--- src/lab_pkg.sv ---
package lab_pkg;

    // widths with a meaning
    typedef logic [7:0] byte_t;
    typedef logic [3:0] nib_t;
    typedef logic [2:0] shamt_t;
    typedef logic [2:0] alu_op_t;

    // alu operation codes, from sw[10:8]
    localparam alu_op_t OP_ADD = 3'd0;
    localparam alu_op_t OP_SUB = 3'd1;
    localparam alu_op_t OP_NOT = 3'd2;
    localparam alu_op_t OP_AND = 3'd3;
    localparam alu_op_t OP_OR  = 3'd4;
    localparam alu_op_t OP_XOR = 3'd5;
    localparam alu_op_t OP_SLT = 3'd6;
    localparam alu_op_t OP_EQ  = 3'd7;

    // display source, from sw[15:14]
    typedef enum logic [1:0] {
        MODE_RAND  = 2'd0,
        MODE_SHIFT = 2'd1,
        MODE_ALU   = 2'd2,
        MODE_OFF   = 2'd3
    } mode_t;

    // all segments dark, active low
    localparam logic [7:0] SEG_BLANK = 8'hFF;

endpackage

--- src/alu4.sv ---
`timescale 1ns/1ps

module alu4 (
    input  lab_pkg::nib_t    a,
    input  lab_pkg::nib_t    b,
    input  lab_pkg::alu_op_t op,
    output lab_pkg::nib_t    res,
    output logic             zero,
    output logic             ovfl,
    output logic             carry
);

    logic [4:0] add_sum;
    logic [4:0] sub_sum;
    logic       add_ovfl;
    logic       sub_ovfl;

    assign add_sum = {1'b0, a} + {1'b0, b};
    // a + ~b + 1, carry out means no borrow
    assign sub_sum = {1'b0, a} + {1'b0, ~b} + 5'd1;

    assign add_ovfl = (a[3] == b[3]) && (add_sum[3] != a[3]);
    assign sub_ovfl = (a[3] != b[3]) && (sub_sum[3] != a[3]);

    always_comb begin
        res   = 4'h0;
        ovfl  = 1'b0;
        carry = 1'b0;
        case (op)
            lab_pkg::OP_ADD: begin
                res   = add_sum[3:0];
                ovfl  = add_ovfl;
                carry = add_sum[4];
            end
            lab_pkg::OP_SUB: begin
                res   = sub_sum[3:0];
                ovfl  = sub_ovfl;
                carry = sub_sum[4];
            end
            lab_pkg::OP_NOT: begin
                res = ~a;
            end
            lab_pkg::OP_AND: begin
                res = a & b;
            end
            lab_pkg::OP_OR: begin
                res = a | b;
            end
            lab_pkg::OP_XOR: begin
                res = a ^ b;
            end
            lab_pkg::OP_SLT: begin
                // sign of difference corrected by overflow
                res = {3'b000, sub_sum[3] ^ sub_ovfl};
            end
            lab_pkg::OP_EQ: begin
                res = {3'b000, a == b};
            end
            default: begin
                res = 4'h0;
            end
        endcase
    end

    assign zero = (res == 4'h0);

endmodule

--- src/barrel_shifter.sv ---
`timescale 1ns/1ps

module barrel_shifter (
    input  lab_pkg::byte_t  din,
    input  lab_pkg::shamt_t shamt,
    input  logic            left,
    input  logic            arith,
    output lab_pkg::byte_t  dout
);

    logic           fill;
    lab_pkg::byte_t stage1;
    lab_pkg::byte_t stage2;
    lab_pkg::byte_t stage4;

    // sign bit only for arithmetic right shifts
    assign fill = arith & din[7];

    // by 1
    always_comb begin
        if (!shamt[0]) begin
            stage1 = din;
        end else if (left) begin
            stage1 = {din[6:0], 1'b0};
        end else begin
            stage1 = {fill, din[7:1]};
        end
    end

    // by 2
    always_comb begin
        if (!shamt[1]) begin
            stage2 = stage1;
        end else if (left) begin
            stage2 = {stage1[5:0], 2'b00};
        end else begin
            stage2 = {{2{fill}}, stage1[7:2]};
        end
    end

    // by 4
    always_comb begin
        if (!shamt[2]) begin
            stage4 = stage2;
        end else if (left) begin
            stage4 = {stage2[3:0], 4'b0000};
        end else begin
            stage4 = {{4{fill}}, stage2[7:4]};
        end
    end

    assign dout = stage4;

endmodule

--- src/hex_seg.sv ---
`timescale 1ns/1ps

module hex_seg (
    input  lab_pkg::nib_t num,
    output logic [7:0]    seg
);

    // bit 0 is segment a, bit 6 is g, bit 7 the dot
    always_comb begin
        case (num)
            4'h0:    seg = 8'hC0;
            4'h1:    seg = 8'hF9;
            4'h2:    seg = 8'hA4;
            4'h3:    seg = 8'hB0;
            4'h4:    seg = 8'h99;
            4'h5:    seg = 8'h92;
            4'h6:    seg = 8'h82;
            4'h7:    seg = 8'hF8;
            4'h8:    seg = 8'h80;
            4'h9:    seg = 8'h90;
            4'hA:    seg = 8'h88;
            4'hB:    seg = 8'h83;
            4'hC:    seg = 8'hC6;
            4'hD:    seg = 8'hA1;
            4'hE:    seg = 8'h86;
            4'hF:    seg = 8'h8E;
            default: seg = lab_pkg::SEG_BLANK;
        endcase
    end

endmodule

--- src/lab_top.sv ---
`timescale 1ns/1ps

module lab_top #(
    parameter lab_pkg::byte_t SEED = 8'h01
) (
    input  logic        btn,
    input  logic        reset,
    input  logic [15:0] sw,
    output logic [15:0] ledr,
    output logic [7:0]  seg0,
    output logic [7:0]  seg1,
    output logic [7:0]  seg2,
    output logic [7:0]  seg3
);

    lab_pkg::byte_t rand_val;
    lab_pkg::byte_t shift_val;
    lab_pkg::nib_t  alu_res;
    logic           alu_zero;
    logic           alu_ovfl;
    logic           alu_carry;

    // random byte, stepped by the button
    lfsr_gen #(
        .SEED (SEED)
    ) u_lfsr (
        .btn   (btn),
        .reset (reset),
        .step  (sw[13]),
        .value (rand_val)
    );

    barrel_shifter u_shift (
        .din   (sw[7:0]),
        .shamt (sw[10:8]),
        .left  (sw[11]),
        .arith (sw[12]),
        .dout  (shift_val)
    );

    // sw[10:8] doubles as the op code
    alu4 u_alu (
        .a     (sw[3:0]),
        .b     (sw[7:4]),
        .op    (sw[10:8]),
        .res   (alu_res),
        .zero  (alu_zero),
        .ovfl  (alu_ovfl),
        .carry (alu_carry)
    );

    result_display u_disp (
        .mode      (lab_pkg::mode_t'(sw[15:14])),
        .rand_val  (rand_val),
        .shift_val (shift_val),
        .alu_res   (alu_res),
        .alu_zero  (alu_zero),
        .alu_ovfl  (alu_ovfl),
        .alu_carry (alu_carry),
        .ledr      (ledr),
        .seg0      (seg0),
        .seg1      (seg1),
        .seg2      (seg2),
        .seg3      (seg3)
    );

endmodule

--- src/lfsr_gen.sv ---
`timescale 1ns/1ps

module lfsr_gen #(
    parameter lab_pkg::byte_t SEED = 8'h01
) (
    input  logic           btn,
    input  logic           reset,
    input  logic           step,
    output lab_pkg::byte_t value
);

    logic           feedback;
    lab_pkg::byte_t next_value;

    // taps at 4, 3, 2 and 0 feed the top bit
    assign feedback = value[4] ^ value[3] ^ value[2] ^ value[0];

    always_comb begin
        if (value == 8'h00) begin
            // stuck state, kick back to 1
            next_value = 8'h01;
        end else begin
            next_value = {feedback, value[7:1]};
        end
    end

    always_ff @(posedge btn) begin
        if (reset) begin
            value <= SEED;
        end else if (step) begin
            value <= next_value;
        end
    end

endmodule

--- src/result_display.sv ---
`timescale 1ns/1ps

module result_display (
    input  lab_pkg::mode_t mode,
    input  lab_pkg::byte_t rand_val,
    input  lab_pkg::byte_t shift_val,
    input  lab_pkg::nib_t  alu_res,
    input  logic           alu_zero,
    input  logic           alu_ovfl,
    input  logic           alu_carry,
    output logic [15:0]    ledr,
    output logic [7:0]     seg0,
    output logic [7:0]     seg1,
    output logic [7:0]     seg2,
    output logic [7:0]     seg3
);

    lab_pkg::byte_t result;
    lab_pkg::nib_t  mode_num;
    logic [7:0]     lo_pat;
    logic [7:0]     hi_pat;
    logic [7:0]     mode_pat;
    logic           dark;

    always_comb begin
        case (mode)
            lab_pkg::MODE_RAND:  result = rand_val;
            lab_pkg::MODE_SHIFT: result = shift_val;
            lab_pkg::MODE_ALU:   result = {1'b0, alu_carry, alu_ovfl, alu_zero, alu_res};
            default:             result = 8'h00;
        endcase
    end

    assign ledr     = {8'h00, result};
    assign mode_num = {2'b00, mode};
    assign dark     = (mode == lab_pkg::MODE_OFF);

    hex_seg u_hex_lo (
        .num (result[3:0]),
        .seg (lo_pat)
    );

    hex_seg u_hex_hi (
        .num (result[7:4]),
        .seg (hi_pat)
    );

    hex_seg u_hex_mode (
        .num (mode_num),
        .seg (mode_pat)
    );

    // whole display dark when off
    assign seg0 = dark ? lab_pkg::SEG_BLANK : lo_pat;
    assign seg1 = dark ? lab_pkg::SEG_BLANK : hi_pat;
    assign seg2 = dark ? lab_pkg::SEG_BLANK : mode_pat;
    assign seg3 = lab_pkg::SEG_BLANK;

endmodule
--- config.mk ---
export PLATFORM = sky130hd
export DESIGN_NAME = lab_top
export DESIGN_NICKNAME = d
export VERILOG_FILES = /design/src/lab_pkg.sv /design/src/alu4.sv /design/src/barrel_shifter.sv /design/src/hex_seg.sv /design/src/lab_top.sv /design/src/lfsr_gen.sv /design/src/result_display.sv
export SDC_FILE = /design/constraint.sdc
export NUM_CORES = 1
export LEC_CHECK = 0
export ABC_AREA = 1
export BUFFER_PORTS_ARGS = -buffer_cell sky130_fd_sc_hd__buf_2
export CORE_UTILIZATION = 49
export DETAILED_ROUTE_END_ITERATION = 10
export PLACE_DENSITY = 0.82
export SYNTH_ARGS = -nofsm -noshare
export SYNTH_HDL_FRONTEND = slang
export SYNTH_SLANG_ARGS = --single-unit
--- constraint.sdc ---
create_clock -name btn -period 4.12 [get_ports btn]
set_input_delay 0.824 -clock btn [delete_from_list [all_inputs] [get_ports btn]]
set_output_delay 0.824 -clock btn [all_outputs]
set_load 0.02 [all_outputs]
==> results of run 1 <==
==> stage by stage <==
step | TNS, ns | utilization | hold WS [ns] | std cells
after floorplan | 0 | - | 0.4375 | 472
after detailed placement | -1.064 | 0.5871 | 0.4614 | 576
after global routing | -1.932 | 0.6689 | 0.5078 | 587
after global placement | -0.3865 | 0.5871 | 0.4496 | 576
final | -0.3598 | 0.6689 | 0.4708 | 587
after CTS | -0.5397 | 0.6371 | 0.4677 | 582
==> routing by layer <==
metal,vias up,share of wire
li1,1511,-
met1,1403,0.40
met2,162,0.50
met3,32,0.063
met4,0,0.033
met5,-,0
==> worst reg2reg max path, delay by kind of cell (launching register included) <==
| family | cells | cell delay, ns |
|---|---|---|
| buf+inv | 1 | 0.09 |
| compound gates | 2 | 0.42 |
| flops | 1 | 0.32 |
| simple gates | 2 | 0.15 |
==> cells in the mapped netlist <==
master    number
nand4_1        1
nand3_2        1
dfxtp_1        8
buf_6          4
xor2_1         3
a21oi_2        3
o21a_1         1
a21oi_1       16
nand3_1       59
inv_1         50
clkbuf_1       4
xnor2_1        2
inv_2         11
o21ai_0       14
nand2_1      164
conb_1         2
nor2_2         3
o211ai_1       2
nand2_2        9
nor2_1        35
fa_1           3
o21ai_1        2
buf_2          2
a31oi_1        1
o311ai_0       1
a21boi_0       1
a221oi_1       1
nand3b_1       2
ha_1          23
buf_4         25
nor2_4         1
or2_2          1
==> layout make-up <==
cell class	instances	area [um^2]	share of cell area
Clock buffer	3	41.29	0.01298
Inverter	61	244.0	0.07671
Multi-Input combinational cell	368	2082	0.6546
Tap cell	67	83.83	0.02636
Timing Repair Buffer	80	569.3	0.1790
Sequential cell	8	160.2	0.05035
==> layout by cell type, fill, tap and decap left out, types with 13 or more instances in the layout <==
cell type  Yosys  routed
nand2_1      164     158
nand3_1       59      55
inv_1         50      41
buf_4         25      37
nor2_1        35      33
buf_2          2      32
conb_1         2      19
nand2_2        9      15
inv_2         11      14
a21oi_1       16      13
==> kinds of logic after synthesis <==
group | Yosys count | synth area share
DFF | 8 | 0.06530
AOI/OAI and AO/OA | 42 | 0.09797
xor gates and xnor gates | 5 | 0.01786
other | 2 | 0.003062
and+or+nand+nor | 276 | 0.4755
adders and majority gates | 26 | 0.1418
buffers and inverters | 96 | 0.1985
==> power by group <==
group	internal [uW]	leakage, uW	switching, uW
registers	83.6	0.0000662	4.69
clock network	63.1	0.0000216	28.6
logic	191	0.00169	304
==> worst paths after layout <==
path,startpoint,to,slack (ns)
worst min-delay path,u_lfsr.value[7]$_SDFFE_PP0P_,u_lfsr.value[7]$_SDFFE_PP0P_,0.47
worst max-delay path,sw[6],seg1[3],-0.09
worst min register to register,u_lfsr.value[7]$_SDFFE_PP0P_,u_lfsr.value[7]$_SDFFE_PP0P_,0.47
worst max register to register,u_lfsr.value[3]$_SDFFE_PP0P_,u_lfsr.value[0]$_SDFFE_PP1P_,3.07
==> timing repair <==
item | CTS | global route
pin swaps | 15 | 21
endpoints found under the setup margin | 11 | 14
setup buffers | 3 | 5
resized for setup | 44 | 32
==> flow_summary.toml, run 1 <==
[cells_and_area]
top_register = "u_lfsr.value"
area_growth_syn_to_layout_pct = 29.69
reg_top3 = "u_lfsr.value (8)"
fillCellCount = 417
nets = 566
final_cell_area_um2 = 3181
drive_above_1_share = 0.2904
num_antenna_cells = 0
largest_reg_flops = 8

[drt]
routed_wl_mm = 7.614
wire_per_inst_um = 12.97
ant_nets = 0
drtIter0Drc = 370
drcViolationCount = 0
vias = 3108
post_drt_via_cell_ratio = 5.295
drt-pass1-iter-count = 5

[global_routing]
grt_pass1_vias = 2795
antenna_found_initial = 0
met3_usage = 0.02348
grt-busiest-layer = "met2"
grt_pass1_wl_mm = 11.95
grtUsageTotal = 0.2807
grt_max_degree = 18
met2_usage = 0.5036
grt_remaining_overflow = 0
use_met1 = 0.3457

[floorplan]
rows = 25
die_y_um = 72.75
die_area_um2 = 5292
ioPinCount = 66
start_util = 0.5158
fp.coreArea_um2 = 4755
die_x_um = 72.75

[timing]
min_period_ns = 4.212
slew_viol_final = 0
fmax_ghz = 0.2374
worst_slack_ns = -0.09175
skew_ns = 0.001271
setup_viol = 7
hold_viol_final = 0
period_share = 1.022
grt_setup_unrepaired = "true"

[critical_path]
worst-path-stages = 19
crit_path_cell_trace = "buf_8, inv_4, ha_4, inv_4, a221oi_4, fa_1, xnor2_1, nand2_1, a21oi_2, nand2_1, nand2_2, nor2_4, ha_4, inv_2, nand2_1, nand2_1, nand2_1, nand3_2, buf_6"
crit_arrival_ns = 3.39
cp.required_ns = 3.30
cp-end-kind = "primary output"
worstSetupPathType = "input pin to primary output"
cp_num_buf_inv = 5
r2r_cells = 5
start_kind = "input pin"
crit_slowest_cell = "fa_1"
slowest_delay_ns = 0.46
critical_path.top_delay_family = "adder cells"
crit_top_cell = "nand2_1"
critPathMaxFanout = 5

[place]
finalWeightedCongestion = 0.9418
place_area_um2 = 2791
io_buffer_count = 46
dpl.hpwl_mm = 5.382
dp_slack_ns = -0.1895

[status]
violations = "negative setup slack"
status = "complete, but fails checks"

[clock_tree]
cts_max_level = 1
cts_sinks = 8
cts_tree = "built"
clk_latency_ns = 0.23
numCtsBuffers = 3
cts_root_buf = "clkbuf_8"
hold_buffers = 0
path_clk_slew_ns = 0.04
cts_buffer_depth = 2

[pwr]
p_total_uw = 674.9
ir_drop_mv = 0.2405
powerDensity_nw_per_um2 = 212.2
leakage_uw = 0.001774

[synthesis]
ys_seq_area_frac = 0.06531
synth.avg_cell_area_um2 = 5.390
ys_warn_count = 0
postSynthCellCount = 455
synth_cell_types = 32
synth_area_um2 = 2452
synth_area_leaders = "nand2_1 25%, nand3_1 12%, ha_1 12%, buf_4 7.7%, inv_1 7.7%"
synth_area_leader_cell = "nand2_1"
synth_seq_cells = 8
synth_top_area_frac = 0.2510

[min_path]
hp-class = "flop to flop"
worstHoldPathCells = 2

[run]
drv_cap = 0
(Power assumes the default switching activity.)
==> run 2, diff against run 1 <==
--- a/config.mk
+++ b/config.mk
@@ -5,11 +5,11 @@
 export SDC_FILE = /design/constraint.sdc
 export NUM_CORES = 1
 export LEC_CHECK = 0
-export ABC_AREA = 1
 export BUFFER_PORTS_ARGS = -buffer_cell sky130_fd_sc_hd__buf_2
-export CORE_UTILIZATION = 49
+export CORE_UTILIZATION = 50
+export CTS_CLUSTER_DIAMETER = 100
 export DETAILED_ROUTE_END_ITERATION = 10
-export PLACE_DENSITY = 0.82
+export PLACE_DENSITY = 0.83
 export SYNTH_ARGS = -nofsm -noshare
 export SYNTH_HDL_FRONTEND = slang
 export SYNTH_SLANG_ARGS = --single-unit
==> run 2 against run 1 <==
Sequential cell count did not move. Critical endpoint is now seg1[5]. Setup slack worse by 0.66 ns. Combinational power increased by 16%. The flow still finishes with violations (negative setup slack). Critical path depth fell by 1. Via count grew 0.26%. Clock-buffer cell count stayed put. Power grew 11%. Register-to-register slack hardly changed.
==> flow_summary.toml, run 2 <==
[status]
status = "complete, but fails checks"
violations = "negative setup slack"

[synthesis]
synth_area_leader_cell = "ha_1"
synth_ff_type = "dfxtp_1"
synth_area_leaders = "ha_1 11%, mux2i_1 8.2%, buf_4 7.1%, dfxtp_1 6.3%, nor2_1 4.6%"
synth_seq_cells = 8
synth_area_um2 = 2550
synth_compound_area_frac = 0.2581
synthXorXnorAreaFrac = 0.03091
postSynthCellCount = 336
ys_seq_area_frac = 0.06281
synth.avg_cell_area_um2 = 7.589
synth-edff-count = 0
synth_async_sr_flop_share = 0
synthAdderAreaFrac = 0.1364
synthMuxAreaShare = 0.1207
synth_simple_gate_area_share = 0.2095
synth_cell_types = 74
yosys-top-cells-count = "31 x nor2_1, 24 x buf_4, 23 x ha_1, 23 x inv_1, 21 x mux2i_1"
yosysMostFrequentCell = "nor2_1"
ys_warn_count = 0
synth_top_area_frac = 0.1129
synth_top_family_by_area = "compound AO/OA/AOI/OAI gates"

[cells_and_area]
final_cell_mix = "87 x buf_4, 28 x nor2_1, 28 x buf_2, 19 x mux2i_1, 19 x conb_1"
fillCellCount = 304
top_register = "u_lfsr.value"
area_growth_syn_to_layout_pct = 45.83
layout_commonest_cell = "buf_4"
fin_util = 0.7719
drive_above_1_share = 0.4617
largest_reg_flops = 8
reg_top3 = "u_lfsr.value (8)"
nets = 490
num_antenna_cells = 0
final_cell_area_um2 = 3719

[drt]
drtIter0Drc = 313
routed_wl_mm = 9.476
wire_per_inst_um = 18.54
vias = 3116
drcViolationCount = 0
ant_nets = 0
drt-pass1-iter-count = 5
post_drt_via_cell_ratio = 6.098

[timing]
grt_setup_unrepaired = "true"
worst_slack_ns = -0.7567
tns_ns = -7.856
slew_viol_final = 0
fmax_ghz = 0.2051
hold_viol_final = 0
setup_viol = 16
min_period_ns = 4.877
period_share = 1.184
tightest_slew_ns = 0.5836
slew_headroom = 0.6068
skew_ns = 0.001065

[floorplan]
fp.coreArea_um2 = 4817
rows = 25
start_util = 0.5294
die_x_um = 73.42
ioPinCount = 66
die_y_um = 73.42
die_area_um2 = 5390

[critical_path]
critPathMaxFanout = 5
cp-end-kind = "primary output"
worstSetupPathType = "input pin to primary output"
critical_path.top_delay_family = "compound AO/OA/AOI/OAI gates"
crit_slowest_cell = "fa_1"
cp.required_ns = 3.30
start_kind = "input pin"
crit_top_cell = "nor2_1"
cp_num_buf_inv = 4
crit_path_cell_trace = "buf_8, clkinvlp_4, ha_4, nor2_2, nor2_1, nor2_1, nor2_1, fa_1, nor2_1, a21oi_1, o211ai_1, o221ai_2, a21oi_4, inv_4, ha_4, mux2_4, a221o_1, buf_6"
slowest_delay_ns = 0.45
crit_arrival_ns = 4.05

[clock_tree]
cts_sinks = 8
path_clk_slew_ns = 0.04
clk_latency_ns = 0.23
hold_buffers = 0
numCtsBuffers = 3
cts_tree = "built"
cts_buffer_depth = 2
cts_max_level = 1
cts_root_buf = "clkbuf_8"

[global_routing]
antenna_found_initial = 0
grt_max_degree = 21
grt_pass1_wl_mm = 13.08
grt_pass1_vias = 2816
grtUsageTotal = 0.3141
grt_remaining_overflow = 0

[pwr]
p_total_uw = 750.7
powerDensity_nw_per_um2 = 201.9
ir_drop_mv = 0.3100
leakage_uw = 0.001751

[min_path]
hp-class = "flop to flop"

[place]
io_buffer_count = 46
dp_slack_ns = -0.6395
place_area_um2 = 3293
finalWeightedCongestion = 0.9267
dpl.hpwl_mm = 6.058

[run]
drv_cap = 0
## run 2: final cells by class
class / instances / area, um^2 / share of cell area
Timing Repair Buffer: 136 / 1046 / 0.2813
Tap cell: 67 / 83.83 / 0.02254
Inverter: 28 / 121.4 / 0.03264
Multi-Input combinational cell: 269 / 2266 / 0.6094
Clock buffer: 3 / 41.29 / 0.01110
Sequential cell: 8 / 160.2 / 0.04307
## run 2: repair_timing
action | CTS | global route
setup endpoints to repair | 14 | 17
pin swaps | 17 | 21
resized for setup | 44 | 36
setup buffers | 7 | 6
## run 2: kinds of logic after synthesis
group | after synthesis
AO/OA/AOI/OAI | 86
XOR/XNOR | 9
adder cells (fa/ha/maj) | 26
buffers and inverters | 76
flip-flops | 8
multiplexers | 27
other | 2
AND/OR/NAND/NOR | 102
## run 2: metrics by stage
stage	hold slack [ns]	cells
after floorplan	0.4723	353
after global placement	0.4924	497
after detailed placement	0.5018	497
after CTS	0.5101	507
after global routing	0.5244	511
final	0.5077	511
## run 2: final timing paths
path                                              startpoint                            to  slack (ns)  cells after the start
worst max-delay path                                   sw[5]                       seg1[5]       -0.76                     18
worst min-delay path            u_lfsr.value[7]$_SDFFE_PP0P_  u_lfsr.value[7]$_SDFFE_PP0P_        0.51                      2
worst max register to register  u_lfsr.value[4]$_SDFFE_PP0P_  u_lfsr.value[7]$_SDFFE_PP0P_        3.06                      4
worst min register to register  u_lfsr.value[7]$_SDFFE_PP0P_  u_lfsr.value[7]$_SDFFE_PP0P_        0.51                      2
## run 2: worst reg2reg max path: stages, from the launching register on
cell and delay (ns):
dfxtp_1 0.41, xor2_1 0.20, xnor2_1 0.14, nand3_1 0.10, a21oi_1 0.14
## run 2: routing by layer
layer,up-vias,routed length (um),track usage
li1,1376,-,-
met1,1449,3601,0.3793
met2,239,4539,0.5597
met3,52,863,0.03841
met4,0,472,0.1325
met5,-,0,0
## run 2: power breakdown
part	leakage [uW]	internal, uW	switching (uW)
Clock	0.0000216	63.1	28.7
Combinational	0.00166	263	313
Sequential	0.0000651	80.3	2.94
Total	0.00175	406	344
==> run 3, diff against run 2 <==
--- a/config.mk
+++ b/config.mk
@@ -6,10 +6,13 @@
 export NUM_CORES = 1
 export LEC_CHECK = 0
 export BUFFER_PORTS_ARGS = -buffer_cell sky130_fd_sc_hd__buf_2
-export CORE_UTILIZATION = 50
+export CORE_UTILIZATION = 51
+export CTS_BUF_LIST = sky130_fd_sc_hd__clkbuf_2 sky130_fd_sc_hd__clkbuf_4 sky130_fd_sc_hd__clkbuf_8
 export CTS_CLUSTER_DIAMETER = 100
 export DETAILED_ROUTE_END_ITERATION = 10
-export PLACE_DENSITY = 0.83
+export HOLD_SLACK_MARGIN = 0.15
+export MAX_ROUTING_LAYER = met4
+export PLACE_DENSITY = 0.84
 export SYNTH_ARGS = -nofsm -noshare
 export SYNTH_HDL_FRONTEND = slang
 export SYNTH_SLANG_ARGS = --single-unit
==> run 3 against run 2 <==
The flow still finishes with violations (negative setup slack). Die area down 1.9%. Setup slack worse by 0.012 ns. Power up 0.80%. Clock power about the same. Clock skew up 0.00088 ns. Clock-buffer cell count unchanged. First-iteration DRC count up 61%. Critical endpoint unchanged. Register-to-register slack worse by 0.08 ns. Global-route usage up 4.2 points. Sequential power about the same. Core utilization up 0.54 points. Sequential share of layout area about the same.
==> flow_summary.toml, run 3 (same netlist as run 2, synthesis figures left out) <==
[cells_and_area]
fin_util = 0.7774
final_cell_mix = "81 x buf_4, 30 x buf_2, 23 x nor2_1, 21 x buf_6, 20 x mux2i_1"
drive_above_1_share = 0.4603
area_growth_syn_to_layout_pct = 44.95
nets = 487
reg_top3 = "u_lfsr.value (8)"
largest_reg_flops = 8
layout_commonest_cell = "buf_4"
top_register = "u_lfsr.value"
final_cell_area_um2 = 3696
fillCellCount = 298

[drt]
drtIter0Drc = 505
routed_wl_mm = 9.896
ant_nets = 0
drt-pass1-iter-count = 8
vias = 3200
wire_per_inst_um = 19.44
post_drt_via_cell_ratio = 6.287
drcViolationCount = 0

[global_routing]
grt_remaining_overflow = 0
grtUsageTotal = 0.3564
grt_pass1_vias = 2965
grt_max_degree = 17
grt_pass1_wl_mm = 14.25
antenna_found_initial = 0

[critical_path]
crit_arrival_ns = 4.06
cp-end-kind = "primary output"
ff2ff_setup_slack_ns = 2.98
r2r-end = "u_lfsr.value[7]$_SDFFE_PP0P_"
startpoint = "sw[5]"
cp.required_ns = 3.30
r2r_start = "u_lfsr.value[4]$_SDFFE_PP0P_"
r2r_cells = 4
worstSetupPathType = "input pin to primary output"
critPathMaxFanout = 3
start_kind = "input pin"

[pwr]
p_int_uw = 406.2
p_sw_uw = 350.5
leakage_uw = 0.001729
seqPwrFrac = 0.110
pwr-share-comb = 0.769
power.share.clock = 0.121
ir_drop_mv = 0.2170
sw_frac_of_total = 0.4633
powerDensity_nw_per_um2 = 204.7

[clock_tree]
cts_root_buf = "clkbuf_8"
path_clk_slew_ns = 0.04
cts_sinks = 8
hold_buffers = 0
numCtsBuffers = 3
cts_max_level = 1
cts_tree = "built"
cts_buffer_depth = 2
clk_latency_ns = 0.23

[place]
dpl.hpwl_mm = 5.916
io_buffer_count = 46
finalWeightedCongestion = 0.9457
place_area_um2 = 3236

[timing]
slew_viol_final = 0
period_share = 1.187
slew_headroom = 0.5248
fmax_ghz = 0.2045
skew_ns = 0.001950
worst_slack_ns = -0.7689
min_period_ns = 4.889
tightest_slew_ns = 0.7111
grt_setup_unrepaired = "true"
hold_viol_final = 0
tns_ns = -7.778
setup_viol = 16

[floorplan]
fp.coreArea_um2 = 4755
die_y_um = 72.71
die_x_um = 72.71
ioPinCount = 66
start_util = 0.5363
die_area_um2 = 5287
rows = 25

[status]
violations = "negative setup slack"
status = "complete, but fails checks"

[min_path]
worstHoldPathCells = 2
min_from = "u_lfsr.value[7]$_SDFFE_PP0P_"
holdPathEnd = "u_lfsr.value[7]$_SDFFE_PP0P_"
hp-class = "flop to flop"

[run]
drv_cap = 0
[run 3: cell count changes in the layout (fill, tap and decap cells not counted), moves of 3 or more]
cell    before  now
buf_4       87   81
nor2_1      28   23
buf_6       18   21
nor2_2       3    6
[run 3: stage by stage]
| step | power (uW) | worst slack, ns | cells | hold slack [ns] |
|---|---|---|---|---|
| finish | 756.7 | -0.7689 | 509 | 0.5440 |
| global route | 788.3 | -0.8811 | 508 | 0.5832 |
| CTS | 682.1 | -0.5416 | 503 | 0.5440 |
| detailed placement | 536.8 | -0.6354 | 491 | 0.5381 |
| global placement | 522.7 | -0.5146 | 491 | 0.5013 |
| floorplan | 401.0 | -0.3365 | 353 | 0.4723 |
[run 3: power by group through the flow]
stage,logic [uW],registers (uW),clock network [uW]
floorplan,318,83.4,0
global placement,439,84.2,0
detailed placement,453,84.2,0
CTS,505,83.0,94.1
global route,608,83.5,96.5
finish,582,83.2,91.9
[run 3: what timing repair did]
| item | 4_1_cts | 5_1_grt |
|---|---|---|
| cloned | 1 | 0 |
| resized for setup | 49 | 30 |
| pin swaps | 18 | 21 |
| setup endpoints to repair | 15 | 17 |
| setup buffers | 9 | 10 |
[run 3: critical path: stages]
cell and delay, ns:
buf_8 0.08, clkinvlp_4 0.12, ha_4 0.30, nor2_4 0.03, nor2_2 0.10, nor2_2 0.05, nor2_2 0.10, fa_2 0.48
nor2_2 0.16, a21oi_1 0.06, o211ai_1 0.20, o221ai_2 0.16, a21oi_4 0.31, inv_4 0.10, ha_4 0.19, mux2_4 0.26
a221o_1 0.37, buf_6 0.16
[run 3: how the worst max path moves through the flow]
stage and end:
2_1_floorplan seg1[5], 3_3_place_gp seg1[1], 6_report seg1[5], 3_5_place_dp seg1[1]
5_1_grt seg1[0], 4_1_cts seg1[1]
[run 3: layout make-up]
class,count,area [um^2],share of cell area
Sequential cell,8,160.2,0.04333
Tap cell,67,83.83,0.02268
Clock buffer,3,41.29,0.01117
Multi-Input combinational cell,269,2282,0.6175
Inverter,28,116.4,0.03148
Timing Repair Buffer,133,1010,0.2732
Antenna cell,1,2.502,0.0006770
[run 3: per-layer routing]
layer	global-route usage	part of all wire
met5	-	0
met3	0.05939	0.099
met4	0.2157	0.073
met2	0.5815	0.47
met1	0.4094	0.36
